[config.mk]
export PLATFORM = sky130hd
export DESIGN_NAME = req_steer
export DESIGN_NICKNAME = d
export VERILOG_FILES = /design/src/design/mem_cfg_pkg.sv /design/src/design/secded_pkg.sv /design/src/design/req_steer.sv
export SDC_FILE = /design/constraint.sdc
export NUM_CORES = 1
export LEC_CHECK = 0
export BUFFER_PORTS_ARGS = -buffer_cell sky130_fd_sc_hd__buf_2
export CAP_MARGIN = 20
export CORE_ASPECT_RATIO = 1.4
export CORE_MARGIN = 2
export CORE_UTILIZATION = 41
export CTS_CLUSTER_SIZE = 8
export DETAILED_ROUTE_END_ITERATION = 10
export PLACE_DENSITY_LB_ADDON = 0.25
export SYNTH_ARGS = -nofsm -noshare
export SYNTH_HDL_FRONTEND = slang
export SYNTH_SLANG_ARGS = --single-unit
[constraint.sdc]
create_clock -name clk -period 1.3 [get_ports clk]
set_clock_uncertainty 0.1 [all_clocks]
set_input_delay 0.13 -clock clk [delete_from_list [all_inputs] [get_ports clk]]
set_output_delay 0.13 -clock clk [all_outputs]
set_load 0.05 [all_outputs]
[src/design/mem_cfg_pkg.sv]
package mem_cfg_pkg;

  // the array is split into four equal banks
  localparam int NUM_BANKS   = 4;
  // bank select comes from the top of the request address
  localparam int BANK_SEL_W  = 2;

  // each bank stores 256 codewords
  localparam int BANK_DEPTH  = 256;
  localparam int BANK_ADDR_W = 8;

  // full request address is the bank select on top of the in-bank address
  localparam int ADDR_W      = BANK_SEL_W + BANK_ADDR_W;

  // error counters stick at all ones once they fill up
  localparam int CNT_W       = 8;

  // command that travels with every request down the bank pipe
  // a NOP is never forwarded to a bank, it is dropped at the input stage
  typedef enum logic [1:0] {
    CMD_NOP   = 2'd0,
    CMD_READ  = 2'd1,
    CMD_WRITE = 2'd2
  } rw_cmd_e;

endpackage

[src/design/secded_pkg.sv]
package secded_pkg;

  // payload carried by each memory word
  localparam int DATA_W = 16;
  // five hamming bits plus one overall parity bit on top
  localparam int CHK_W  = 6;
  localparam int HAM_W  = CHK_W - 1;
  // codeword layout is {check, data}, data in the low bits
  localparam int CODE_W = DATA_W + CHK_W;

  // position of data bit idx in the classic hamming numbering
  // data fills positions 3..21 that are not powers of two, check bits own the rest
  function automatic logic [HAM_W-1:0] data_pos(int unsigned idx);
    logic [HAM_W-1:0] pos;
    int unsigned      n;
    pos = '0;
    n   = 0;
    for (int p = 3; p < CODE_W; p++) begin
      if ((p & (p - 1)) != 0) begin
        if (n == idx) pos = HAM_W'(p);
        n++;
      end
    end
    return pos;
  endfunction

  // check bits for a data word
  // hamming bit b covers every data bit whose position has bit b set
  function automatic logic [CHK_W-1:0] secded_encode(logic [DATA_W-1:0] data);
    logic [CHK_W-1:0] chk;
    logic [HAM_W-1:0] pos;
    chk = '0;
    for (int i = 0; i < DATA_W; i++) begin
      pos = data_pos(i);
      for (int b = 0; b < HAM_W; b++) begin
        if (pos[b]) chk[b] = chk[b] ^ data[i];
      end
    end
    // overall parity makes the whole codeword even
    chk[CHK_W-1] = ^{chk[HAM_W-1:0], data};
    return chk;
  endfunction

  // syndrome of a stored codeword
  // low bits point at the flipped position, top bit is the overall parity
  function automatic logic [CHK_W-1:0] secded_syndrome(logic [CODE_W-1:0] code);
    logic [CHK_W-1:0] chk;
    logic [CHK_W-1:0] syn;
    chk                = secded_encode(code[DATA_W-1:0]);
    syn[HAM_W-1:0]     = chk[HAM_W-1:0] ^ code[CODE_W-2:DATA_W];
    syn[CHK_W-1]       = ^code;
    return syn;
  endfunction

endpackage

[src/design/req_steer.sv]
module req_steer (
    input  logic                                clk
  , input  logic                                arst_n
  , input  logic                                stall

  , input  logic                                req_v
  , input  mem_cfg_pkg::rw_cmd_e                req_cmd
  , input  logic [mem_cfg_pkg::ADDR_W-1:0]      req_addr
  , input  logic [secded_pkg::DATA_W-1:0]       req_wdata
  , input  logic                                inj_sb
  , input  logic                                inj_mb

  , output logic [mem_cfg_pkg::NUM_BANKS-1:0]   bank_v
  , output mem_cfg_pkg::rw_cmd_e                bank_cmd
  , output logic [mem_cfg_pkg::BANK_ADDR_W-1:0] bank_addr
  , output logic [secded_pkg::DATA_W-1:0]       bank_wdata
  , output logic                                bank_inj_sb
  , output logic                                bank_inj_mb
  , output logic                                busy_in
);

  import mem_cfg_pkg::*;

  logic                 accept;
  logic [NUM_BANKS-1:0] sel_oh;

  // requests during stall are ignored, a NOP never reaches a bank
  assign accept = req_v && !stall && (req_cmd != CMD_NOP);

  // one-hot bank valid from the top address bits
  always_comb begin
    sel_oh = '0;
    sel_oh[req_addr[ADDR_W-1 -: BANK_SEL_W]] = accept;
  end

  always_ff @(posedge clk or negedge arst_n) begin
    if (!arst_n) begin
      bank_v   <= '0;
      bank_cmd <= CMD_NOP;
    end else if (!stall) begin
      bank_v   <= sel_oh;
      bank_cmd <= req_cmd;
    end
  end

  // shared fields fan out to every bank, only the valid bit is per bank
  always_ff @(posedge clk) begin
    if (!stall) begin
      bank_addr   <= req_addr[BANK_ADDR_W-1:0];
      bank_wdata  <= req_wdata;
      // injection only means something on a write
      bank_inj_sb <= inj_sb && (req_cmd == CMD_WRITE);
      bank_inj_mb <= inj_mb && (req_cmd == CMD_WRITE);
    end
  end

  assign busy_in = |bank_v;

endmodule

Word level (Yosys, flattened, before mapping)
Index checks and enable logic that the tools add are counted.
Widths: inputs -> output; s select.
{ "totals": {"wordCells": 20, "out_inout_bits": 33, "ff_bits": 32} }
{ "classes": {"reduce_logical": 8, "mux": 2, "order_cmp": 2, "bitwise_logic": 1, "eq_ne": 1} }
{ "op_table": {"columns": ["op", "count"], "rows": [
  ["$logic_and 1x1->1", 5],
  ["$and 4x4->4", 1],
  ["$reduce_or 4->1", 1],
  ["$lt 2x3->1 const B", 1],
  ["$demux 1 s2", 1],
  ["$eq 2x2->1 const B", 1],
  ["$ge 2x1->1 const B", 1],
  ["$reduce_bool 2->1", 1],
  ["$logic_not 1->1", 1],
  ["$mux 1", 1]
]} }

Longest topological paths before layout
Gate-level depths: netlist of the first run.
{ "logic_depth": {"ltp_word": 5, "ltp_mapped": 3, "ltp_nobuf": 2} }

Worst setup path before layout of the first run
OpenSTA, ideal clock, no wires.
{ "synth_path": {"path_type": "flip-flop to output port", "from": "register bank_v[1] (netlist bit)", "to": "output busy_in", "setup_slack_ps": -315, "required_time_ps": 1070, "path_buffers": 0, "stages_incl_launch_ff": 2, "arrival_ps": 1385, "path_cell_list": "dfrtp_1 -> or4_1"} }
{ "synth_via": {"elab_chain_len": 1} }
{ "synth_rtl": {"columns": ["item", "line", "rtl"], "rows": [
  ["from (decl)", "req_steer.sv:13", ", output logic [mem_cfg_pkg::NUM_BANKS-1:0] bank_v"],
  ["from (signal assigned)", "req_steer.sv:41", "bank_v <= sel_oh;"],
  ["$reduce_or 4->1", "req_steer.sv:57", "assign busy_in = |bank_v;"],
  ["to (decl)", "req_steer.sv:19", ", output logic busy_in"]
]} }
Every way passes these cells.

Worst setup path after layout of the first run
{ "layout_path": {"from": "register bank_v[3] (netlist bit)", "to": "output busy_in"} }
Same word-level chain as after synthesis.

==> flow_summary.json, run 1 <==
{
  "top_level_ports": 67,
  "clk_pin_slew_ps": 90,
  "drv_slew": 0,
  "die_w_um": 47.1,
  "final_cell_mix": "buf_2, dlygate4sd3_1, edfxtp_1",
  "vdd_drop_max_mv": 0.929,
  "vias": 861,
  "cp_max_fo": 2,
  "synth_nets": 85,
  "area_growth_pct": 78.9,
  "cts_max_level": 2,
  "fin_area_sq_um": 1910,
  "hold_path_startpoint": "inj_sb",
  "die_area_sq_um": 3040,
  "setup.worst_path.start_class": "flip-flop",
  "syn_inst": 51,
  "fin_ws_ps": -377,
  "ys_types": 11,
  "clock_latency_ps": 330,
  "synth.ff_latch_count": 32,
  "p_per_area_nw_per_um2": 1220,
  "overflow": 0,
  "setup_viol": 2,
  "cts_sinks": 32,
  "fin_crit_ps": 1680,
  "nets": 194,
  "gr-usage-all-layers": 0.179,
  "drtPass1Iterations": 4,
  "wl_met2_um": 1520,
  "timing.rr.start": "bank_v[0]",
  "cellLeakagePower_nw": 0.875,
  "grt_pass1_vias": 904,
  "grt_first_pass_wirelength_um": 3620,
  "final_common_cell": "buf_2",
  "place_hpwl_um": 1440,
  "maxSlewHeadroom": 0.729,
  "top_layer_used": "met4",
  "yosysWarnings": 0,
  "ant_nets": 0,
  "grt_max_degree": 27,
  "die_y_um": 64.4,
  "failed_checks": "negative setup slack",
  "worstPathRequired_ps": 1070,
  "routedWlPerCell_um": 13.5,
  "start_util": 0.437,
  "place_congestion": 0.677,
  "cts_tree": "yes",
  "arrival_ps": 1450,
  "final_util": 0.782,
  "critPathCaptureType": "primary output",
  "critical_path_class": "flip-flop to primary output",
  "core_area_sq_um": 2440,
  "io_buffers": 66,
  "cp-startpoint": "bank_v[3]",
  "place_area_sq_um": 1480,
  "finalCritPeriodShare": 1.29,
  "antenna_cells": 0,
  "route.met3.wl_um": 174,
  "wl_met1_um": 876,
  "synth_area_sq_um": 1070,
  "vias_per_cell": 4.42,
  "min_path_type": "primary input to flip-flop",
  "cts.root.buffer_cell": "clkbuf_4",
  "wirelength_um": 2630,
  "ys_seq_area_frac": 0.871,
  "grt_setup_unrepaired": "yes",
  "fillers": 142,
  "row_count": 21,
  "antenna_found_initial": 0,
  "drive_gt1_frac": 0.547,
  "cap_violations": 0,
  "hold_violations": 0,
  "drt-initial-drc-count": 11,
  "clock_tree.buffer_depth": 2,
  "synth_area_per_cell_sq_um": 21.0,
  "route.detailed.drc": 0,
  "status": "complete, but fails checks",
  "cts-buffers-inserted": 5,
  "max_freq_mhz": 596,
  "worst_pin_slew_ps": 405,
  "ff2ff_setup_slack_ps": 160
}
==> power by group <==
group	internal, mW	switching, mW	total [mW]
registers	1.19	0.0203	1.21
clock network	0.198	0.322	0.520
logic	0.203	0.393	0.596
==> synthesized netlist by cell type (all sizes together) <==
library cell | instances | area share
mux2 | 2 | 0.021
o41ai | 4 | 0.033
dfrtp | 6 | 0.14
nor2 | 1 | 0.0035
inv | 3 | 0.011
nand2b | 1 | 0.013
or4 | 1 | 0.0070
and3b | 2 | 0.016
buf | 1 | 0.011
nand2 | 4 | 0.014
edfxtp | 26 | 0.73
==> worst paths after layout <==
kind                                to  depth (start not counted)
setup / recovery               busy_in                          2
hold / removal             bank_inj_sb                          2
setup reg to reg             bank_v[0]                          5
hold reg to reg            bank_cmd[0]                          1
max in group asynchronous    bank_v[3]                          2
min in group asynchronous    bank_v[2]                          2
==> layer usage <==
layer | GRT usage | vias to the layer above
li1 | - | 414
met1 | 0.132 | 394
met2 | 0.344 | 48
met3 | 0.0480 | 5
met4 | 0.122 | 0
met5 | 0 | -
==> repair_timing <==
action                                  in CTS  in global routing
endpoints found under the hold margin       35                  0
endpoints found under the setup margin       4                  5
gates resized for setup                      9                  5
pin swaps                                    1                  1
hold buffers                                31                  0
setup buffers                                2                  1
gates cloned                                 0                  0
==> kinds of logic (layout without fill, tap and decap cells) <==
kind of cell	count (synthesis)	count (layout)	share of synthesized area
buf+inv	4	114	0.0211
flops	32	32	0.871
mux	2	2	0.0211
simple gates	9	9	0.0539
compound gates	4	4	0.0328
==> final cells by class <==
class	count	area, sq um	share of cell area
Timing Repair Buffer	103	738	0.386
Tap cell	34	42.5	0.0223
Multi-Input combinational cell	15	134	0.0700
Clock inverter	3	13.8	0.00720
Inverter	3	11.3	0.00589
Clock buffer	5	37.5	0.0196
Sequential cell	32	935	0.489
==> registers in the layout, summed over array words and instances (netlist names) <==
register and count:
bank_addr 8, bank_inj_mb 1, bank_cmd 2, bank_inj_sb 1, bank_v 4, bank_wdata 16
==> worst max-delay path, cell delays in order (launching register included) <==
cell,delay (ps)
dfrtp_2,410
or4_4,540
buf_8,170
==> through the flow <==
| stage | instances | TNS (ps) | power [mW] | hold slack [ps] | setup WS [ps] |
|---|---|---|---|---|---|
| floorplan | 51 | -104 | 1.58 | -266 | -104 |
| CTS | 194 | -476 | 2.32 | 14.5 | -381 |
| detailed placement | 154 | -41.4 | 1.72 | -139 | -41.4 |
| finish | 195 | -576 | 2.33 | 18.1 | -377 |
| global route | 195 | -631 | 2.41 | 17.3 | -406 |
| global placement | 154 | -48.3 | 1.72 | -146 | -48.3 |
(Power assumes the default switching activity.)
==> run 2: changes to the inputs <==
--- a/config.mk
+++ b/config.mk
@@ -6,12 +6,12 @@
 export NUM_CORES = 1
 export LEC_CHECK = 0
 export BUFFER_PORTS_ARGS = -buffer_cell sky130_fd_sc_hd__buf_2
-export CAP_MARGIN = 20
 export CORE_ASPECT_RATIO = 1.4
 export CORE_MARGIN = 2
 export CORE_UTILIZATION = 41
 export CTS_CLUSTER_SIZE = 8
 export DETAILED_ROUTE_END_ITERATION = 10
+export HOLD_SLACK_MARGIN = 0.05
 export PLACE_DENSITY_LB_ADDON = 0.25
 export SYNTH_ARGS = -nofsm -noshare
 export SYNTH_HDL_FRONTEND = slang
==> run 2 against run 1 <==
Largest power group unchanged. Sequential cell count stayed put. Critical path type unchanged. Highest routed layer unchanged. Worst setup slack better by 8.0 ps. The flow still finishes with violations (negative setup slack). Hold slack better by 390 ps.
==> flow_summary.json, run 2 (synthesis results as in run 1) <==
{
  "status": "complete, but fails checks",
  "failed_checks": "negative setup slack",
  "die_y_um": 64.4,
  "worstPathRequired_ps": 1070,
  "drive_gt1_frac": 0.537,
  "area_growth_pct": 81.7,
  "ff2ff_setup_slack_ps": 170,
  "largest_register_ffs": 16,
  "antenna_found_initial": 0,
  "vias": 867,
  "nets": 197,
  "swShare": 0.314,
  "clock_tree.buffer_depth": 2,
  "fin_tns_setup_ps": -564,
  "row_count": 21,
  "gr-usage-all-layers": 0.184,
  "worst_pin_slew_ps": 395,
  "pwr-share-comb": 0.259,
  "grt_max_degree": 27,
  "hold_violations": 0,
  "r2r_end": "bank_v[0]",
  "p_per_area_nw_per_um2": 1200,
  "seqPwrFrac": 0.521,
  "whs_ps": 409,
  "cts-buffers-inserted": 5,
  "cp_max_fo": 2,
  "final_util": 0.795,
  "final_common_cell": "buf_2",
  "drtPass1Iterations": 4,
  "cts_max_level": 2,
  "hold_path_depth": 2,
  "core_area_sq_um": 2440,
  "final_cells": 198,
  "final_cell_mix": "buf_2, dlygate4sd3_1, edfxtp_1",
  "vias_per_cell": 4.38,
  "fin_ws_ps": -369,
  "grt_first_pass_wirelength_um": 3720,
  "reg.largest.list": "bank_wdata (16), bank_addr (8), bank_v (4)",
  "hold_path_startpoint": "req_addr[6]",
  "fillers": 143,
  "grt_pass1_vias": 930,
  "top_level_ports": 67,
  "cellLeakagePower_nw": 0.887,
  "min_path_type": "primary input to flip-flop",
  "grt_setup_unrepaired": "yes",
  "timing.rr.start": "bank_v[0]",
  "routedWlPerCell_um": 13.2,
  "overflow": 0,
  "arrival_ps": 1440,
  "critPathCaptureType": "primary output",
  "dp_cells": 154,
  "setup_viol": 2,
  "wirelength_um": 2620,
  "antenna_cells": 0,
  "switching_power_uw": 731,
  "maxSlewHeadroom": 0.736,
  "drv_slew": 0,
  "max_freq_mhz": 599,
  "cts_tree": "yes",
  "power.share.clock": 0.221,
  "die_area_sq_um": 3040,
  "largest-register": "bank_wdata",
  "p_total_mw": 2.33,
  "drt-initial-drc-count": 16,
  "ff2ff_path_depth": 5,
  "whs_endpoint": "bank_addr[6]",
  "finalCritPeriodShare": 1.28,
  "cts.root.buffer_cell": "clkbuf_4",
  "cts_sinks": 32,
  "ant_nets": 0,
  "io_buffers": 66,
  "setup.worst_path.start_class": "flip-flop",
  "critical_path_class": "flip-flop to primary output",
  "vdd_drop_max_mv": 0.933,
  "cap_violations": 0,
  "route.detailed.drc": 0,
  "place_hpwl_um": 1440,
  "place_congestion": 0.677,
  "fin_crit_ps": 1670,
  "clk_pin_slew_ps": 90,
  "die_w_um": 47.1,
  "p_int_mw": 1.60,
  "start_util": 0.437,
  "clock_latency_ps": 320
}
## run 2: changes by cell type in the layout (fill, tap and decap cells not counted)
cell / delta
dlygate4sd3_1: +3
## run 2: timing repair
| action | in CTS | in global routing |
|---|---|---|
| hold endpoints to repair | 38 | 0 |
| setup endpoints to repair | 4 | 5 |
| pin swaps | 1 | 1 |
| gates resized for setup | 9 | 5 |
| setup buffers | 2 | 1 |
| hold buffers | 34 | 0 |
## run 2: stage by stage
stage	instance area, sq um	worst slack [ps]
final	1940	-369
after floorplan	1080	-104
after global placement	1480	-48.3
after global routing	1940	-403
after CTS	1910	-381
after detailed placement	1480	-41.4
## run 2: routing by layer
metal	vias to the layer above	routed length, um	share of wire	track usage
met3	5	187	0.071	0.0480
met4	0	54	0.021	0.128
met5	-	0	0	0
li1	420	-	-	-
met2	50	1510	0.58	0.353
met1	392	868	0.33	0.134
## run 2: cell type report
cell class,count,area [sq um],area share
Multi-Input combinational cell,15,134,0.0689
Clock inverter,3,13.8,0.00709
Clock buffer,5,37.5,0.0193
Tap cell,34,42.5,0.0219
Timing Repair Buffer,106,768,0.396
Inverter,3,11.3,0.00580
Sequential cell,32,935,0.481
## run 2: worst max path at each step
stage	startpoint	to	slack, ps	cells past startpoint
CTS	bank_v[0]	busy_in	-380	2
floorplan	bank_v[2]	busy_in	-100	1
finish	bank_v[3]	busy_in	-370	2
detailed placement	bank_v[2]	busy_in	-40	2
global placement	bank_v[2]	busy_in	-50	2
global route	bank_v[3]	busy_in	-400	2
## run 2: power by group through the flow
stage	clock network [mW]	registers, mW	logic, mW
4_1_cts	0.531	1.21	0.589
5_1_grt	0.561	1.22	0.630
3_5_place_dp	0	1.23	0.489
3_3_place_gp	0	1.23	0.484
6_report	0.515	1.21	0.603
2_1_floorplan	0	1.52	0.0624
## run 2: worst max-delay path, cell delays in order, from the launching register on
cell and delay, ps:
dfrtp_2 410, or4_4 540, buf_8 170
==> run 3: changes to the inputs <==
--- a/config.mk
+++ b/config.mk
@@ -12,7 +12,8 @@
 export CTS_CLUSTER_SIZE = 8
 export DETAILED_ROUTE_END_ITERATION = 10
 export HOLD_SLACK_MARGIN = 0.05
-export PLACE_DENSITY_LB_ADDON = 0.25
+export MAX_ROUTING_LAYER = met4
+export PLACE_DENSITY = 0.77
 export SYNTH_ARGS = -nofsm -noshare
 export SYNTH_HDL_FRONTEND = slang
 export SYNTH_SLANG_ARGS = --single-unit
==> run 3 against run 2 <==
The flow still finishes with violations (negative setup slack). First-iteration DRC count increased by 44%. Clock power increased by 8.9%. Final area decreased by 1.9%. Core utilization decreased by 1.5 points. Critical path depth unchanged. Sequential cell count unchanged. Worst setup slack improved by 17 ps. Total power increased by 1.5%. Combinational power decreased by 2%. Wire length increased by 9.6%. Die area unchanged. Critical endpoint unchanged. Highest routed layer unchanged.
==> flow_summary.json, run 3 (synthesis results as in run 1) <==
{
  "status": "complete, but fails checks",
  "failed_checks": "negative setup slack",
  "place_hpwl_um": 1680,
  "clk_pin_slew_ps": 80,
  "vdd_drop_max_mv": 0.750,
  "setup.worst_path.start_class": "flip-flop",
  "cts_sinks": 32,
  "cts-buffers-inserted": 5,
  "area_growth_pct": 78.2,
  "pwr-share-comb": 0.249,
  "worstPathRequired_ps": 1070,
  "vias_per_cell": 4.57,
  "grt_setup_unrepaired": "yes",
  "whs_endpoint": "bank_v[0]",
  "final_cell_mix": "buf_2, dlygate4sd3_1, edfxtp_1",
  "hold_path_depth": 3,
  "reg.largest.list": "bank_wdata (16), bank_addr (8), bank_v (4)",
  "nets": 195,
  "cts_tree": "yes",
  "wirelength_um": 2870,
  "fin_area_sq_um": 1900,
  "final_common_cell": "buf_2",
  "cts_max_level": 2,
  "swShare": 0.299,
  "switching_power_uw": 708,
  "largest_register_ffs": 16,
  "grt_pass1_vias": 958,
  "row_count": 21,
  "top_usage_layer": "met2",
  "finalCritPeriodShare": 1.27,
  "p_int_mw": 1.66,
  "critPathCaptureType": "primary output",
  "maxSlewHeadroom": 0.736,
  "cap_violations": 0,
  "critical_path_class": "flip-flop to primary output",
  "max_freq_mhz": 605,
  "place_congestion": 0.664,
  "fin_crit_ps": 1650,
  "cp_max_fo": 2,
  "vias": 895,
  "grtUsageMet2": 0.385,
  "grtUsageMet3": 0.0593,
  "io_buffers": 66,
  "die_area_sq_um": 3040,
  "fin_ws_ps": -352,
  "ant_nets": 0,
  "p_total_mw": 2.37,
  "grt_max_degree": 27,
  "p_per_area_nw_per_um2": 1240,
  "timing.rr.start": "bank_v[3]",
  "drv_slew": 0,
  "power.share.clock": 0.237,
  "die_w_um": 47.1,
  "top_level_ports": 67,
  "ff2ff_path_depth": 3,
  "largest-register": "bank_wdata",
  "gr-usage-all-layers": 0.211,
  "hold_path_startpoint": "stall",
  "die_y_um": 64.4,
  "place_area_sq_um": 1470,
  "antenna_found_initial": 0,
  "start_util": 0.437,
  "drtPass1Iterations": 4,
  "min_path_type": "primary input to flip-flop",
  "clock_tree.buffer_depth": 2,
  "seqPwrFrac": 0.514,
  "cellLeakagePower_nw": 0.860,
  "hold_violations": 0,
  "setup_viol": 1,
  "route.detailed.drc": 0,
  "r2r_end": "bank_v[3]",
  "routedWlPerCell_um": 14.6,
  "pre_cts_slack_ps": -51.2,
  "clock_latency_ps": 320,
  "antenna_cells": 0,
  "ff2ff_setup_slack_ps": 380,
  "drive_gt1_frac": 0.506,
  "cts.root.buffer_cell": "clkbuf_4",
  "drt-initial-drc-count": 23,
  "grt_first_pass_wirelength_um": 4110,
  "arrival_ps": 1420,
  "use_met1": 0.163,
  "core_area_sq_um": 2440,
  "worst_pin_slew_ps": 390,
  "overflow": 0
}
==> run 3: cell count changes in the layout (fill, tap and decap cells not counted), sizes merged <==
cell,before,now
buf,72,69
clkbuf,5,8
clkinv,3,0
dlygate4sd3,34,35
==> run 3: layer usage <==
layer | vias to the layer above | share of wire
met1 | 407 | 0.31
met4 | 0 | 0.040
li1 | 414 | -
met3 | 14 | 0.071
met2 | 60 | 0.58
met5 | - | 0
==> run 3: worst max path at each step <==
stage / slack, ps / depth (start not counted) / to / start
floorplan: -100 / 1 / busy_in / bank_v[2]
global placement: -40 / 2 / busy_in / bank_v[2]
detailed placement: -50 / 2 / busy_in / bank_v[2]
CTS: -380 / 2 / busy_in / bank_v[2]
global route: -400 / 2 / busy_in / bank_v[2]
finish: -350 / 2 / busy_in / bank_v[2]
==> run 3: metrics by stage <==
stage          hold WS, ps  TNS [ps]  std cells  utilization
5_1_grt               90.8      -404        196        0.779
3_3_place_gp          -146     -42.6        153        0.603
2_1_floorplan         -266      -104         51            -
4_1_cts               59.4      -377        196        0.775
3_5_place_dp          -140     -51.2        153        0.603
6_report              87.2      -352        196        0.779
==> run 3: power by group through the flow <==
| stage | clock (mW) | combinational [mW] | sequential (mW) |
|---|---|---|---|
| 6_report | 0.561 | 0.589 | 1.22 |
| 5_1_grt | 0.621 | 0.614 | 1.22 |
| 4_1_cts | 0.583 | 0.581 | 1.21 |
| 3_5_place_dp | 0 | 0.491 | 1.24 |
| 3_3_place_gp | 0 | 0.482 | 1.23 |
| 2_1_floorplan | 0 | 0.0624 | 1.52 |
==> run 3: final cells by class <==
class | count | area [sq um]
flip-flops and latches | 32 | 935
repair buffers | 104 | 738
multi-input cells | 15 | 119
inverters | 3 | 11.3
clock buffers | 8 | 58.8
fillers | 172 | 539
well taps | 34 | 42.5
==> run 3: worst max-delay path: stages (launching register included) <==
cell	delay, ps
dfrtp_2	410
or4_4	530
buf_6	170
==> run 3: what timing repair did <==
action	in CTS	in global routing
endpoints found under the setup margin	3	3
hold buffers	35	0
buffers inserted	0	1
gates resized for setup	4	3
endpoints found under the hold margin	38	0
