==> src/design/mem_cfg_pkg.sv <==
package mem_cfg_pkg;

  // the array is split into four equal banks
  localparam int NUM_BANKS   = 4;
  // bank select comes from the top of the request address
  localparam int BANK_SEL_W  = 2;

  // each bank stores 256 codewords
  localparam int BANK_DEPTH  = 256;
  localparam int BANK_ADDR_W = 8;

  // full request address is the bank select on top of the in-bank address
  localparam int ADDR_W      = BANK_SEL_W + BANK_ADDR_W;

  // error counters stick at all ones once they fill up
  localparam int CNT_W       = 8;

  // command that travels with every request down the bank pipe
  // a NOP is never forwarded to a bank, it is dropped at the input stage
  typedef enum logic [1:0] {
    CMD_NOP   = 2'd0,
    CMD_READ  = 2'd1,
    CMD_WRITE = 2'd2
  } rw_cmd_e;

endpackage

==> src/design/secded_pkg.sv <==
package secded_pkg;

  // payload carried by each memory word
  localparam int DATA_W = 16;
  // five hamming bits plus one overall parity bit on top
  localparam int CHK_W  = 6;
  localparam int HAM_W  = CHK_W - 1;
  // codeword layout is {check, data}, data in the low bits
  localparam int CODE_W = DATA_W + CHK_W;

  // position of data bit idx in the classic hamming numbering
  // data fills positions 3..21 that are not powers of two, check bits own the rest
  function automatic logic [HAM_W-1:0] data_pos(int unsigned idx);
    logic [HAM_W-1:0] pos;
    int unsigned      n;
    pos = '0;
    n   = 0;
    for (int p = 3; p < CODE_W; p++) begin
      if ((p & (p - 1)) != 0) begin
        if (n == idx) pos = HAM_W'(p);
        n++;
      end
    end
    return pos;
  endfunction

  // check bits for a data word
  // hamming bit b covers every data bit whose position has bit b set
  function automatic logic [CHK_W-1:0] secded_encode(logic [DATA_W-1:0] data);
    logic [CHK_W-1:0] chk;
    logic [HAM_W-1:0] pos;
    chk = '0;
    for (int i = 0; i < DATA_W; i++) begin
      pos = data_pos(i);
      for (int b = 0; b < HAM_W; b++) begin
        if (pos[b]) chk[b] = chk[b] ^ data[i];
      end
    end
    // overall parity makes the whole codeword even
    chk[CHK_W-1] = ^{chk[HAM_W-1:0], data};
    return chk;
  endfunction

  // syndrome of a stored codeword
  // low bits point at the flipped position, top bit is the overall parity
  function automatic logic [CHK_W-1:0] secded_syndrome(logic [CODE_W-1:0] code);
    logic [CHK_W-1:0] chk;
    logic [CHK_W-1:0] syn;
    chk                = secded_encode(code[DATA_W-1:0]);
    syn[HAM_W-1:0]     = chk[HAM_W-1:0] ^ code[CODE_W-2:DATA_W];
    syn[CHK_W-1]       = ^code;
    return syn;
  endfunction

endpackage

==> src/design/rsp_merge.sv <==
module rsp_merge (
    input  logic                                clk
  , input  logic                                arst_n
  , input  logic                                stall

  , input  logic [mem_cfg_pkg::NUM_BANKS-1:0]   bank_v
  , input  logic [mem_cfg_pkg::BANK_ADDR_W-1:0] bank_addr [mem_cfg_pkg::NUM_BANKS]
  , input  logic [secded_pkg::DATA_W-1:0]       bank_data [mem_cfg_pkg::NUM_BANKS]
  , input  logic [mem_cfg_pkg::NUM_BANKS-1:0]   bank_err_sb
  , input  logic [mem_cfg_pkg::NUM_BANKS-1:0]   bank_err_mb

  , output logic                                rsp_v
  , output logic [mem_cfg_pkg::ADDR_W-1:0]      rsp_addr
  , output logic [secded_pkg::DATA_W-1:0]       rsp_data
  , output logic                                rsp_err_sb
  , output logic                                rsp_err_mb
  , output logic [mem_cfg_pkg::CNT_W-1:0]       cnt_sb
  , output logic [mem_cfg_pkg::CNT_W-1:0]       cnt_mb
  , output logic                                busy_out
);

  import mem_cfg_pkg::*;
  import secded_pkg::*;

  logic              sel_v;
  logic [ADDR_W-1:0] sel_addr;
  logic [DATA_W-1:0] sel_data;
  logic              sel_sb;
  logic              sel_mb;
  logic              rsp_q_v;

  // one request enters per cycle, so at most one bank shows a read here
  always_comb begin
    sel_v    = 1'b0;
    sel_addr = '0;
    sel_data = '0;
    sel_sb   = 1'b0;
    sel_mb   = 1'b0;
    for (int i = 0; i < NUM_BANKS; i++) begin
      if (bank_v[i]) begin
        sel_v    = 1'b1;
        // the bank index goes back on top to rebuild the request address
        sel_addr = {BANK_SEL_W'(i), bank_addr[i]};
        sel_data = bank_data[i];
        sel_sb   = bank_err_sb[i];
        sel_mb   = bank_err_mb[i];
      end
    end
  end

  always_ff @(posedge clk or negedge arst_n) begin
    if (!arst_n) begin
      rsp_q_v    <= 1'b0;
      rsp_err_sb <= 1'b0;
      rsp_err_mb <= 1'b0;
      cnt_sb     <= '0;
      cnt_mb     <= '0;
    end else if (!stall) begin
      rsp_q_v    <= sel_v;
      rsp_err_sb <= sel_v && sel_sb;
      rsp_err_mb <= sel_v && sel_mb;
      // counters saturate instead of wrapping
      if (sel_v && sel_sb && (cnt_sb != '1)) cnt_sb <= cnt_sb + 1'b1;
      if (sel_v && sel_mb && (cnt_mb != '1)) cnt_mb <= cnt_mb + 1'b1;
    end
  end

  always_ff @(posedge clk) begin
    if (!stall) begin
      rsp_addr <= sel_addr;
      rsp_data <= sel_data;
    end
  end

  // a held response is shown in the first cycle without stall, then replaced
  assign rsp_v    = rsp_q_v && !stall;
  assign busy_out = rsp_q_v;

endmodule

==> config.mk <==
export PLATFORM = sky130hd
export DESIGN_NAME = rsp_merge
export DESIGN_NICKNAME = d
export VERILOG_FILES = /design/src/design/mem_cfg_pkg.sv /design/src/design/secded_pkg.sv /design/src/design/rsp_merge.sv
export SDC_FILE = /design/constraint.sdc
export NUM_CORES = 1
export LEC_CHECK = 0
export BUFFER_PORTS_ARGS = -buffer_cell sky130_fd_sc_hd__buf_2
export CELL_PAD_IN_SITES_DETAIL_PLACEMENT = 2
export CELL_PAD_IN_SITES_GLOBAL_PLACEMENT = 2
export CORE_MARGIN = 10
export CORE_UTILIZATION = 25
export CTS_BUF_LIST = sky130_fd_sc_hd__clkbuf_4 sky130_fd_sc_hd__clkbuf_8 sky130_fd_sc_hd__clkbuf_16
export DETAILED_ROUTE_END_ITERATION = 6
export GPL_TIMING_DRIVEN = 0
export PLACE_DENSITY_LB_ADDON = 0.1
export SLEW_MARGIN = 0
export SYNTH_ARGS = -nofsm -noshare
export SYNTH_HDL_FRONTEND = slang
export SYNTH_SLANG_ARGS = --single-unit
==> constraint.sdc <==
create_clock -name clk -period 4.5 [get_ports clk]
set_input_delay 0.9 -clock clk [delete_from_list [all_inputs] [get_ports clk]]
set_output_delay 0.9 -clock clk [all_outputs]
set_load 0.1 [all_outputs]
* After elaboration in Yosys (flattened, before gate mapping) *
Cells that the tools add are included.

storage, ports and cells
  bits in registers = 45
  bits of input ports = 111
  word-level logic and storage cells = 43

operators by class
  eq/ne operators = 2
  add/sub/neg operators = 2
  muxes and demuxes = 20
  bitwise operators = 1
  reduce and logical (&&, ||, !) cells = 9

operators with widths
  cell                 count
  $mux 16              4
  $mux 9               2
  $add 8x1->8 const B  2
  $mux 8               2
  $ne 8x8->1 const B   2
  $mux 1               12
  $logic_and 1x1->1    5
  $reduce_and 2->1     2
  $reduce_or 2->1      1
  $logic_not 1->1      1
  $not 1->1            1

* Depth between registers and ports, before layout *
Gate-level depths: netlist of run 1.

  word-level depth = 7
  depth in mapped cells = 6

* Worst setup path before layout of run 1 *
Ideal clock, no wire load.

  kind = reg-to-output
  start = register rsp_q_v, in the netlist busy_out
  end = output port rsp_v
  stages on the path, launching flop included = 2
  slack = 1239 ps
  required time = 3600 ps
  arrival = 2361 ps
  buffers on the path = 0
  cells stage by stage = dfrtp_1 -> nor2b_1

on the way
  longest elaborated chain between the ends = 1

RTL lines
  what                      RTL line         text
  start: declaration        rsp_merge.sv:30  logic rsp_q_v;
  start signal: assignment  rsp_merge.sv:59  rsp_q_v <= sel_v;
  $logic_and 1x1->1         rsp_merge.sv:76  assign rsp_v = rsp_q_v && !stall;
  end: declaration          rsp_merge.sv:12  , output logic rsp_v

Every way passes these cells.

* Final worst setup path of run 1 *
  start = input port stall
  end = output port rsp_v

on the way
  longest elaborated chain between the ends = 2

RTL lines
  what                RTL line         text
  start: declaration  rsp_merge.sv:4   , input logic stall
  $logic_not 1->1     rsp_merge.sv:76
  $logic_and 1x1->1   rsp_merge.sv:76

Every way passes these cells.

==> flow_metrics.tcl, run 1 <==
set metrics [dict create \
    nNetsFinal 480 \
    rsz0062_at_grt "no" \
    die-width_um 116 \
    vias 2332 \
    root_buffer "clkbuf_8" \
    cts_tree "built" \
    cts_buffer_depth 2 \
    whs_ns 0.489 \
    finalHoldViolations 0 \
    netlist_area_um2 2330 \
    post_cts_buffers 0 \
    cts.sinks 45 \
    ctsResizeCount 0 \
    clock_latency_ns 0.30 \
    place.detailed.hpwl_um 7890 \
    place_congestion 0.731 \
    antenna_left 0 \
    layout_setup_ws_ns 1.98 \
    p_per_area_nw_per_um2 505 \
    rows 35 \
    critPathMaxFanout 8 \
    dieHeight_um 116 \
    synth_area_per_cell_um2 11.4 \
    max_freq_mhz 397 \
    finalPower_mw 1.69 \
    drt_wl_total_um 9690 \
    worst_slew_pin_slew_ns 1.06 \
    grt_pass1_wl_um 14400 \
    drc 0 \
    grt_use_total_pct 13.7 \
    cap_violations 0 \
    hold_buffers 0 \
    cp.arrival_ns 1.62 \
    critPathKind "primary input to primary output" \
    ir_drop_mv 0.465 \
    vias_per_cell 4.85 \
    htreeDepth 2 \
    finClkSkew_ns 0.00197 \
    overflow 0 \
    antenna_found_initial 3 \
    drive_above_1_share_pct 47.8 \
    hold_path_class "flip-flop to flip-flop" \
    ys_ff_latch 45 \
    worst_setup_path_start_kind "primary input" \
    grt_start_max_net_pins 27 \
    cts_inserted_buffers 5 \
    die-area_um2 13600 \
    crit_path_end_kind "primary output" \
    finalSetupTns_ns 0 \
    avgRoutedWirePerCell_um 20.1 \
    ys_warn_count 0 \
    yosysUniqueCellTypes 30 \
    slew_viol_final 0 \
    cp_data_required_time_ns 3.60 \
    start_util_pct 25.4 \
    rrSetupSlack_ns 2.89 \
    drtPass1Iterations 4 \
    drt_iter0_drc 68 \
    syn2layout_area_growth_pct 43.4 \
    timing.final.setup_violations 0 \
    place_ws_ns 1.83 \
    yosysSeqAreaShare_pct 54.0 \
    p_leak_nw 1.51 \
    synth_nets 317 \
    coreArea_um2 9150 \
    grt_pass1_vias 2570 \
    path_clk_slew_ns 0.09 \
    status "complete, no violations" \
    io_pins 157 \
    port_buffers 156 \
    period_share_pct 56.0 \
    max_slew_margin_pct 29.3 \
    period_needed_ns 2.52 \
    synth_cells 204 \
]
-- worst max-delay path: stages --
cell and delay, ns:
buf_2 0.17, nor2b_1 0.12, buf_2 0.43
-- Yosys cell counts --
cell / number / area share [%]
dfrtp_1: 19 / 20
nor3b_1: 2 / 0.64
and4_1: 1 / 0.38
buf_2: 2 / 0.43
a21oi_1: 1 / 0.21
ha_1: 2 / 1.1
a22oi_1: 47 / 15
o21ai_1: 4 / 0.86
xor2_1: 8 / 3.0
a211oi_1: 2 / 0.64
o211ai_4: 1 / 0.91
inv_1: 4 / 0.64
nor3_1: 2 / 0.43
edfxtp_1: 26 / 34
xnor2_1: 6 / 2.3
nor3b_2: 1 / 0.54
or2_2: 2 / 0.54
a2111oi_4: 2 / 2.4
nor3_2: 3 / 1.3
a22o_1: 2 / 0.75
and3_1: 1 / 0.27
o21ai_0: 23 / 4.9
nand3_1: 7 / 1.5
nor2b_1: 2 / 0.54
nor2_1: 4 / 0.64
clkbuf_1: 12 / 1.9
nand2_1: 12 / 1.9
nand4_1: 4 / 1.1
mux2_1: 1 / 0.48
nor4_2: 1 / 0.54
-- cell usage in the layout (no fill, tap or decap), types with 3 or more instances in the layout --
cell        n
o21ai_0    23
o21ai_1     4
nand2_1    12
nor2_1      4
nand3_1     7
inv_1       4
dfrtp_1    19
clkbuf_1   12
nand4_1     4
a22oi_1    47
buf_2     158
clkbuf_8    5
xor2_1      8
edfxtp_1   26
nor3_2      3
xnor2_1     6
-- registers in the layout (all words and copies together), names as in the netlist --
name,count
cnt_mb,8
busy_out,1
cnt_sb,8
rsp_err_sb,1
rsp_data,16
rsp_err_mb,1
rsp_addr,10
-- cell families after synthesis --
| logic type | count (synthesis) | synth area share, % |
|---|---|---|
| AOI/OAI and AO/OA | 82 | 25.9 |
| DFF | 45 | 54.0 |
| and+or+nand+nor | 42 | 10.3 |
| buffers and inverters | 18 | 3.01 |
| xor gates and xnor gates | 14 | 5.27 |
| adders and majority gates | 2 | 1.08 |
| muxes | 1 | 0.484 |
-- power by group --
part           internal (mW)  switching (mW)  leakage (nW)
registers              0.515          0.0758         0.494
logic                  0.154           0.685         0.972
clock network          0.114           0.143        0.0484
-- per-stage QoR --
step | cells | util [%] | area (µm²)
finish | 481 | 36.5 | 3340
floorplan | 204 | - | 2330
global placement | 471 | 35.5 | 3250
CTS | 479 | 36.4 | 3330
detailed placement | 471 | 35.5 | 3250
global route | 480 | 36.4 | 3340
-- area by class of cell --
| cell class | instances | area (µm²) |
|---|---|---|
| clock buffers | 6 | 76.3 |
| plain buffers | 14 | 55.1 |
| flip-flops and latches | 45 | 1260 |
| repair buffers | 156 | 781 |
| well taps | 111 | 139 |
| clock inverters | 2 | 10.0 |
| multi-input cells | 141 | 1000 |
| diodes | 2 | 5.00 |
| fillers | 1023 | 5810 |
| inverters | 4 | 15.0 |
-- worst paths after layout --
path,to,startpoint,cells after the start
setup / recovery,rsp_v,stall,3
hold / removal,cnt_sb[5]$_DFFE_PN0P_,cnt_sb[5]$_DFFE_PN0P_,1
setup reg to reg,cnt_mb[1]$_DFFE_PN0P_,cnt_mb[0]$_DFFE_PN0P_,4
hold reg to reg,cnt_sb[5]$_DFFE_PN0P_,cnt_sb[5]$_DFFE_PN0P_,1
max in group asynchronous,rsp_err_mb$_DFFE_PN0N_,arst_n,1
min in group asynchronous,cnt_sb[0]$_DFFE_PN0P_,arst_n,1
-- layer usage --
layer	wire (µm)	GRT usage [%]	vias up
met3	964	6.11	8
met2	4940	23.6	86
met1	3700	15.2	1115
li1	-	-	1121
met4	68	3.09	2
met5	13	0	-
No activity file was read; power rests on OpenSTA's default activity.
==> run 2: changes to the inputs <==
--- a/config.mk
+++ b/config.mk
@@ -9,7 +9,7 @@
 export CELL_PAD_IN_SITES_DETAIL_PLACEMENT = 2
 export CELL_PAD_IN_SITES_GLOBAL_PLACEMENT = 2
 export CORE_MARGIN = 10
-export CORE_UTILIZATION = 25
+export CORE_UTILIZATION = 21
 export CTS_BUF_LIST = sky130_fd_sc_hd__clkbuf_4 sky130_fd_sc_hd__clkbuf_8 sky130_fd_sc_hd__clkbuf_16
 export DETAILED_ROUTE_END_ITERATION = 6
 export GPL_TIMING_DRIVEN = 0
==> constraint.sdc (replaced) <==
create_clock -name clk -period 2.3 [get_ports clk]
set_input_delay 0.46 -clock clk [delete_from_list [all_inputs] [get_ports clk]]
set_output_delay 0.46 -clock clk [all_outputs]
set_load 0.1 [all_outputs]
==> run 2 against run 1 <==
  * Worst hold slack lost 0.38 ns
  * Combinational power grew 97%
  * Cell count grew 5.6%
  * Clock skew shrank 0.00068 ns
  * Global-route usage shrank 1.4 points
  * Final area grew 1.2%
  * First-iteration DRC count shrank 25%
  * Highest routed layer is now met4
==> flow_metrics.tcl, run 2 (same netlist as run 1, synthesis figures left out) <==
set metrics [dict create \
    place.detailed.hpwl_um 8150 \
    vias_per_cell 4.65 \
    max_freq_mhz 507 \
    period_needed_ns 1.97 \
    dieHeight_um 125 \
    drive_above_1_share_pct 48.1 \
    die-width_um 125 \
    overflow 0 \
    worst_setup_path_start_kind "primary input" \
    power.share.clock_pct 15.6 \
    switchingPower_mw 1.77 \
    path_clk_slew_ns 0.09 \
    drt_wl_total_um 10100 \
    final_common_cell "buf_2" \
    finalNonFillerCells 508 \
    whs_ns 0.105 \
    grt-busiest-layer "met2" \
    avgRoutedWirePerCell_um 20.0 \
    grt_start_max_net_pins 27 \
    largestRegisters "rsp_data: 16 flops, rsp_addr: 10 flops" \
    p_sw_share_pct 53.4 \
    sequentialPowerShare_pct 34.7 \
    finalHoldViolations 0 \
    coreArea_um2 10800 \
    hold_path_class "primary input to async pin" \
    ir_drop_mv 0.593 \
    cp.arrival_ns 2.13 \
    antenna_left 0 \
    finalPower_mw 3.32 \
    root_buffer "clkbuf_8" \
    met3_usage_pct 4.69 \
    place_congestion 0.745 \
    gr-usage-met2_pct 21.0 \
    nNetsFinal 480 \
    mostFrequentLayoutCells "buf_2 (158), a22oi_1 (47), edfxtp_1 (26)" \
    status "complete, no violations" \
    clock_latency_ns 0.29 \
    period_share_pct 85.7 \
    port_buffers 156 \
    critPathMaxFanout 10 \
    crit_path_end_kind "flip-flop" \
    vias 2362 \
    start_util_pct 21.5 \
    cts_inserted_buffers 5 \
    grtUsageMet1_pct 14.3 \
    rows 38 \
    grt_use_total_pct 12.4 \
    drtPass1Iterations 4 \
    rsz0062_at_grt "no" \
    post_cts_buffers 0 \
    largest_reg_flops 16 \
    finClkSkew_ns 0.00129 \
    die-area_um2 15700 \
    cts_buffer_depth 2 \
    p_per_area_nw_per_um2 983 \
    worst_slew_pin_slew_ns 1.17 \
    htreeDepth 2 \
    max_slew_margin_pct 21.7 \
    power.internal_mw 1.55 \
    antennaDiodeCount 0 \
    p_comb_share_pct 49.7 \
    io_pins 157 \
    layout.core_utilization_pct 31.2 \
    cap_violations 0 \
    largest_register "rsp_data" \
    p_leak_nw 1.52 \
    slew_viol_final 0 \
    fill_cells 1234 \
    timing.final.setup_violations 0 \
    critPathKind "primary input to flip-flop" \
    cp_data_required_time_ns 2.46 \
    dp_cells 500 \
    grt_pass1_vias 2705 \
    grt_pass1_wl_um 15500 \
    finalSetupTns_ns 0 \
    ctsResizeCount 0 \
    syn2layout_area_growth_pct 45.2 \
    cts_tree "built" \
    drc 0 \
    seqCellArea_um2 1260 \
    multiInputGateArea_um2 1010 \
    antenna_found_initial 0 \
    cts.sinks 45 \
    drt_iter0_drc 51 \
    hold_buffers 0 \
]
-- run 2: cell types whose count changed in the layout (fill, tap and decap cells not counted) --
| cell | before | now |
|---|---|---|
| diode_2 | 2 | 0 |
| clkinv_2 | 2 | 1 |
| nor2b_1 | 2 | 1 |
| nor2b_4 | 0 | 1 |
| clkbuf_4 | 1 | 2 |
-- run 2: worst paths after layout --
kind | startpoint | depth (start not counted) | end | slack [ns]
setup / recovery | bank_v[2] | 6 | rsp_data[4]$_DFFE_PN_ | 0.33
hold reg to reg | cnt_sb[5]$_DFFE_PN0P_ | 1 | cnt_sb[5]$_DFFE_PN0P_ | 0.49
max in group asynchronous | arst_n | 1 | busy_out$_DFFE_PN0N_ | 1.88
hold / removal | arst_n | 1 | cnt_sb[0]$_DFFE_PN0P_ | 0.10
setup reg to reg | cnt_mb[0]$_DFFE_PN0P_ | 4 | cnt_mb[1]$_DFFE_PN0P_ | 0.68
min in group clk | bank_data[59] | 3 | rsp_data[11]$_DFFE_PN_ | 0.46
-- run 2: metal layers --
| metal | share of wire, % | wire (µm) |
|---|---|---|
| met5 | 0 | 0 |
| met4 | 1.0 | 105 |
| met3 | 7.7 | 779 |
| met2 | 49 | 4990 |
| met1 | 42 | 4260 |
-- run 2: area by class of cell --
cell class              instances  share of cell area [%]
plain buffers                  14                    1.63
clock buffers                   7                    2.48
clock inverters                 1                   0.148
inverters                       4                   0.444
multi-input cells             141                    29.8
flip-flops and latches         45                    37.2
well taps                     140                    5.18
repair buffers                156                    23.1
-- run 2: power by group through the flow --
stage / clock network, mW / registers, mW / logic (mW)
floorplan: 0 / 2.19 / 0.267
detailed placement: 0 / 1.17 / 1.68
CTS: 0.548 / 1.16 / 1.68
global route: 0.572 / 1.18 / 1.73
finish: 0.519 / 1.15 / 1.65
global placement: 0 / 1.16 / 1.66
-- run 2: per-stage QoR --
step	setup WS, ns	cell area (µm²)
floorplan	0.0813	2330
global placement	0.00650	3290
detailed placement	-0.0349	3290
CTS	0.270	3380
global route	0.167	3380
finish	0.328	3380
-- run 2: critical path, stage by stage --
cell,delay [ns]
buf_2,0.13
or2_2,0.29
nor3b_2,0.43
clkbuf_1,0.53
a22oi_1,0.17
o21ai_1,0.12
==> run 3: changes to the inputs <==
--- a/config.mk
+++ b/config.mk
@@ -5,15 +5,14 @@
 export SDC_FILE = /design/constraint.sdc
 export NUM_CORES = 1
 export LEC_CHECK = 0
+export ABC_AREA = 1
 export BUFFER_PORTS_ARGS = -buffer_cell sky130_fd_sc_hd__buf_2
-export CELL_PAD_IN_SITES_DETAIL_PLACEMENT = 2
-export CELL_PAD_IN_SITES_GLOBAL_PLACEMENT = 2
 export CORE_MARGIN = 10
-export CORE_UTILIZATION = 21
+export CORE_UTILIZATION = 40
 export CTS_BUF_LIST = sky130_fd_sc_hd__clkbuf_4 sky130_fd_sc_hd__clkbuf_8 sky130_fd_sc_hd__clkbuf_16
 export DETAILED_ROUTE_END_ITERATION = 6
 export GPL_TIMING_DRIVEN = 0
-export PLACE_DENSITY_LB_ADDON = 0.1
+export PLACE_DENSITY = 0.76
 export SLEW_MARGIN = 0
 export SYNTH_ARGS = -nofsm -noshare
 export SYNTH_HDL_FRONTEND = slang
==> run 3 against run 2 <==
  * Routed wire length decreased by 5.9%
  * Maximum frequency decreased by 5.5%
  * Area after synthesis grew 20%
  * First-iteration DRC count grew to 2.8 times the previous value
  * Combinational power shrank 9.7%
==> flow_metrics.tcl, run 3 <==
set metrics [dict create \
    cp_data_required_time_ns 2.48 \
    place_ws_ns -0.161 \
    overflow 0 \
    grt_pass1_wl_um 15300 \
    ys_warn_count 0 \
    netlist_area_um2 2800 \
    largest_register "rsp_data" \
    htreeDepth 2 \
    rrSetupSlack_ns 0.78 \
    startpoint "stall" \
    cts.sinks 45 \
    max_slew_margin_pct 27.0 \
    finalPower_mw 3.21 \
    mostFrequentLayoutCells "buf_2 (158), nand2_1 (134), nand3_1 (42)" \
    vias 3034 \
    max_freq_mhz 479 \
    worst_setup_path_start_kind "primary input" \
    root_buffer "clkbuf_8" \
    avgRoutedWirePerCell_um 15.6 \
    seqCellArea_um2 1260 \
    path_common_cell "nand2_1" \
    crit_chain "buf_2, inv_1, nand2_2, nor2_8, nand3_4, nand2_1, nand2_1" \
    yosysUniqueCellTypes 25 \
    ys.flop_type "edfxtp_1" \
    cts_tree "built" \
    yosysSeqAreaShare_pct 44.9 \
    finalHoldViolations 0 \
    nNetsFinal 628 \
    drt_iter0_drc 141 \
    drive_above_1_share_pct 36.2 \
    cp_slowest_cell "inv_1" \
    regToRegStartpoint "cnt_sb[0]$_DFFE_PN0P_" \
    cp-endpoint "cnt_mb[6]$_DFFE_PN0P_" \
    antennaDiodeCount 0 \
    antenna_left 0 \
    ir_drop_mv 0.227 \
    synth-async-reset-ratio_pct 42.2 \
    r2r-end "cnt_sb[6]$_DFFE_PN0P_" \
    p_per_area_nw_per_um2 839 \
    critPathKind "primary input to flip-flop" \
    grt_start_max_net_pins 29 \
    drtPass1Iterations 5 \
    hold_path_class "primary input to async pin" \
    p_leak_nw 1.92 \
    hold_buffers 0 \
    worst_slew_pin_slew_ns 1.09 \
    critPathMaxFanout 28 \
    io_pins 157 \
    die-width_um 104 \
    synth_top_area_cell "edfxtp_1" \
    dieHeight_um 104 \
    synth_common_cells "nand2_1 (134), nand3_1 (42), inv_1 (31)" \
    period_needed_ns 2.09 \
    synth_most_common_cell "nand2_1" \
    synth_cells 354 \
    cts_buffer_depth 2 \
    synth_area_leaders "edfxtp_1 (28%), nand2_1 (18%), dfrtp_1 (17%), nand3_1 (7.5%), o2111ai_1 (4.4%)" \
    place.detailed.hpwl_um 7830 \
    antenna_found_initial 0 \
    final_common_cell "buf_2" \
    start_util_pct 41.2 \
    synth_top_area_share_pct 27.9 \
    r2r_cells 7 \
    finalSetupTns_ns 0 \
    synth_edf_count 26 \
    critPathMaxStageDelay_ns 0.79 \
    cp.arrival_ns 2.27 \
    multiInputGateArea_um2 1340 \
    drc 0 \
    slew_viol_final 0 \
    synth_area_per_cell_um2 7.91 \
    period_share_pct 90.7 \
    drt_wl_total_um 9540 \
    cts_inserted_buffers 5 \
    finClkSkew_ns 0.00545 \
    placed_area_um2 3700 \
    port_buffers 154 \
    syn2layout_area_growth_pct 36.5 \
    path_clk_slew_ns 0.09 \
    ys_ff_latch 45 \
    status "complete, no violations" \
    stdcell_area_um2 3820 \
    clock_latency_ns 0.30 \
    largest_reg_flops 16 \
    cap_violations 0 \
    coreArea_um2 6790 \
    post_cts_buffers 0 \
    place_congestion 0.861 \
    die-area_um2 10700 \
    timing.final.setup_violations 0 \
    largestRegisters "rsp_data: 16 flops, rsp_addr: 10 flops" \
    rsz0062_at_grt "no" \
    grt_pass1_vias 3126 \
    synth_nets 467 \
    fill_cells 638 \
    grt_use_total_pct 17.0 \
    crit_path_end_kind "flip-flop" \
    ctsResizeCount 0 \
    vias_per_cell 4.96 \
    layout_setup_ws_ns 0.214 \
    rows 30 \
]
## run 3: kinds of logic (layout without fill, tap and decap cells)
kind of cell | count (synthesis) | in the layout | share of synthesized area (%)
AND/OR/NAND/NOR | 218 | 218 | 37.2
buffers and inverters | 48 | 210 | 7.55
flip-flops | 45 | 45 | 44.9
AO/OA/AOI/OAI | 39 | 39 | 8.85
adder cells (fa/ha/maj) | 2 | 2 | 0.894
XOR/XNOR | 2 | 2 | 0.626
## run 3: where the power goes
group	internal [mW]	leakage, nW	switching [mW]	total [mW]
clock network	0.344	0.0645	0.271	0.615
registers	0.984	0.502	0.118	1.10
logic	0.280	1.35	1.21	1.49
## run 3: critical path: cells and delay by family
| family | cells | cell delay (ns) |
|---|---|---|
| buffers and inverters | 2 | 0.93 |
| AND/OR/NAND/NOR | 5 | 0.88 |
## run 3: final cells by class
type / instances / area share, %
Buffer: 15 / 2.29
Timing Repair Buffer: 154 / 20.2
Clock buffer: 7 / 3.11
Clock inverter: 1 / 0.131
Tap cell: 96 / 3.14
Multi-Input combinational cell: 261 / 35.1
Sequential cell: 45 / 32.9
Inverter: 33 / 3.24
## run 3: metal layers
layer | track usage, % | vias up | wire [µm]
li1 | - | 1529 | -
met1 | 19.0 | 1339 | 3730
met2 | 29.0 | 157 | 4660
met3 | 7.62 | 9 | 1040
met4 | 4.17 | 0 | 110
met5 | 0 | - | 0
## run 3: worst min-delay path by stage
| stage | end | slack (ns) | cells past startpoint |
|---|---|---|---|
| CTS | cnt_sb[0]$_DFFE_PN0P_ | 0.1 | 1 |
| global placement | cnt_mb[5]$_DFFE_PN0P_ | 0.42 | 1 |
| floorplan | busy_out$_DFFE_PN0N_ | 0.16 | 0 |
| detailed placement | cnt_mb[5]$_DFFE_PN0P_ | 0.43 | 1 |
| global route | cnt_mb[4]$_DFFE_PN0P_ | 0.10 | 1 |
| finish | cnt_sb[0]$_DFFE_PN0P_ | 0.09 | 1 |
## run 3: per-stage QoR
step	hold slack (ns)	std cells	util [%]
floorplan	0.164	354	-
global placement	0.423	604	54.4
detailed placement	0.426	604	54.4
CTS	0.0983	612	56.3
global route	0.103	612	56.3
finish	0.0939	612	56.3
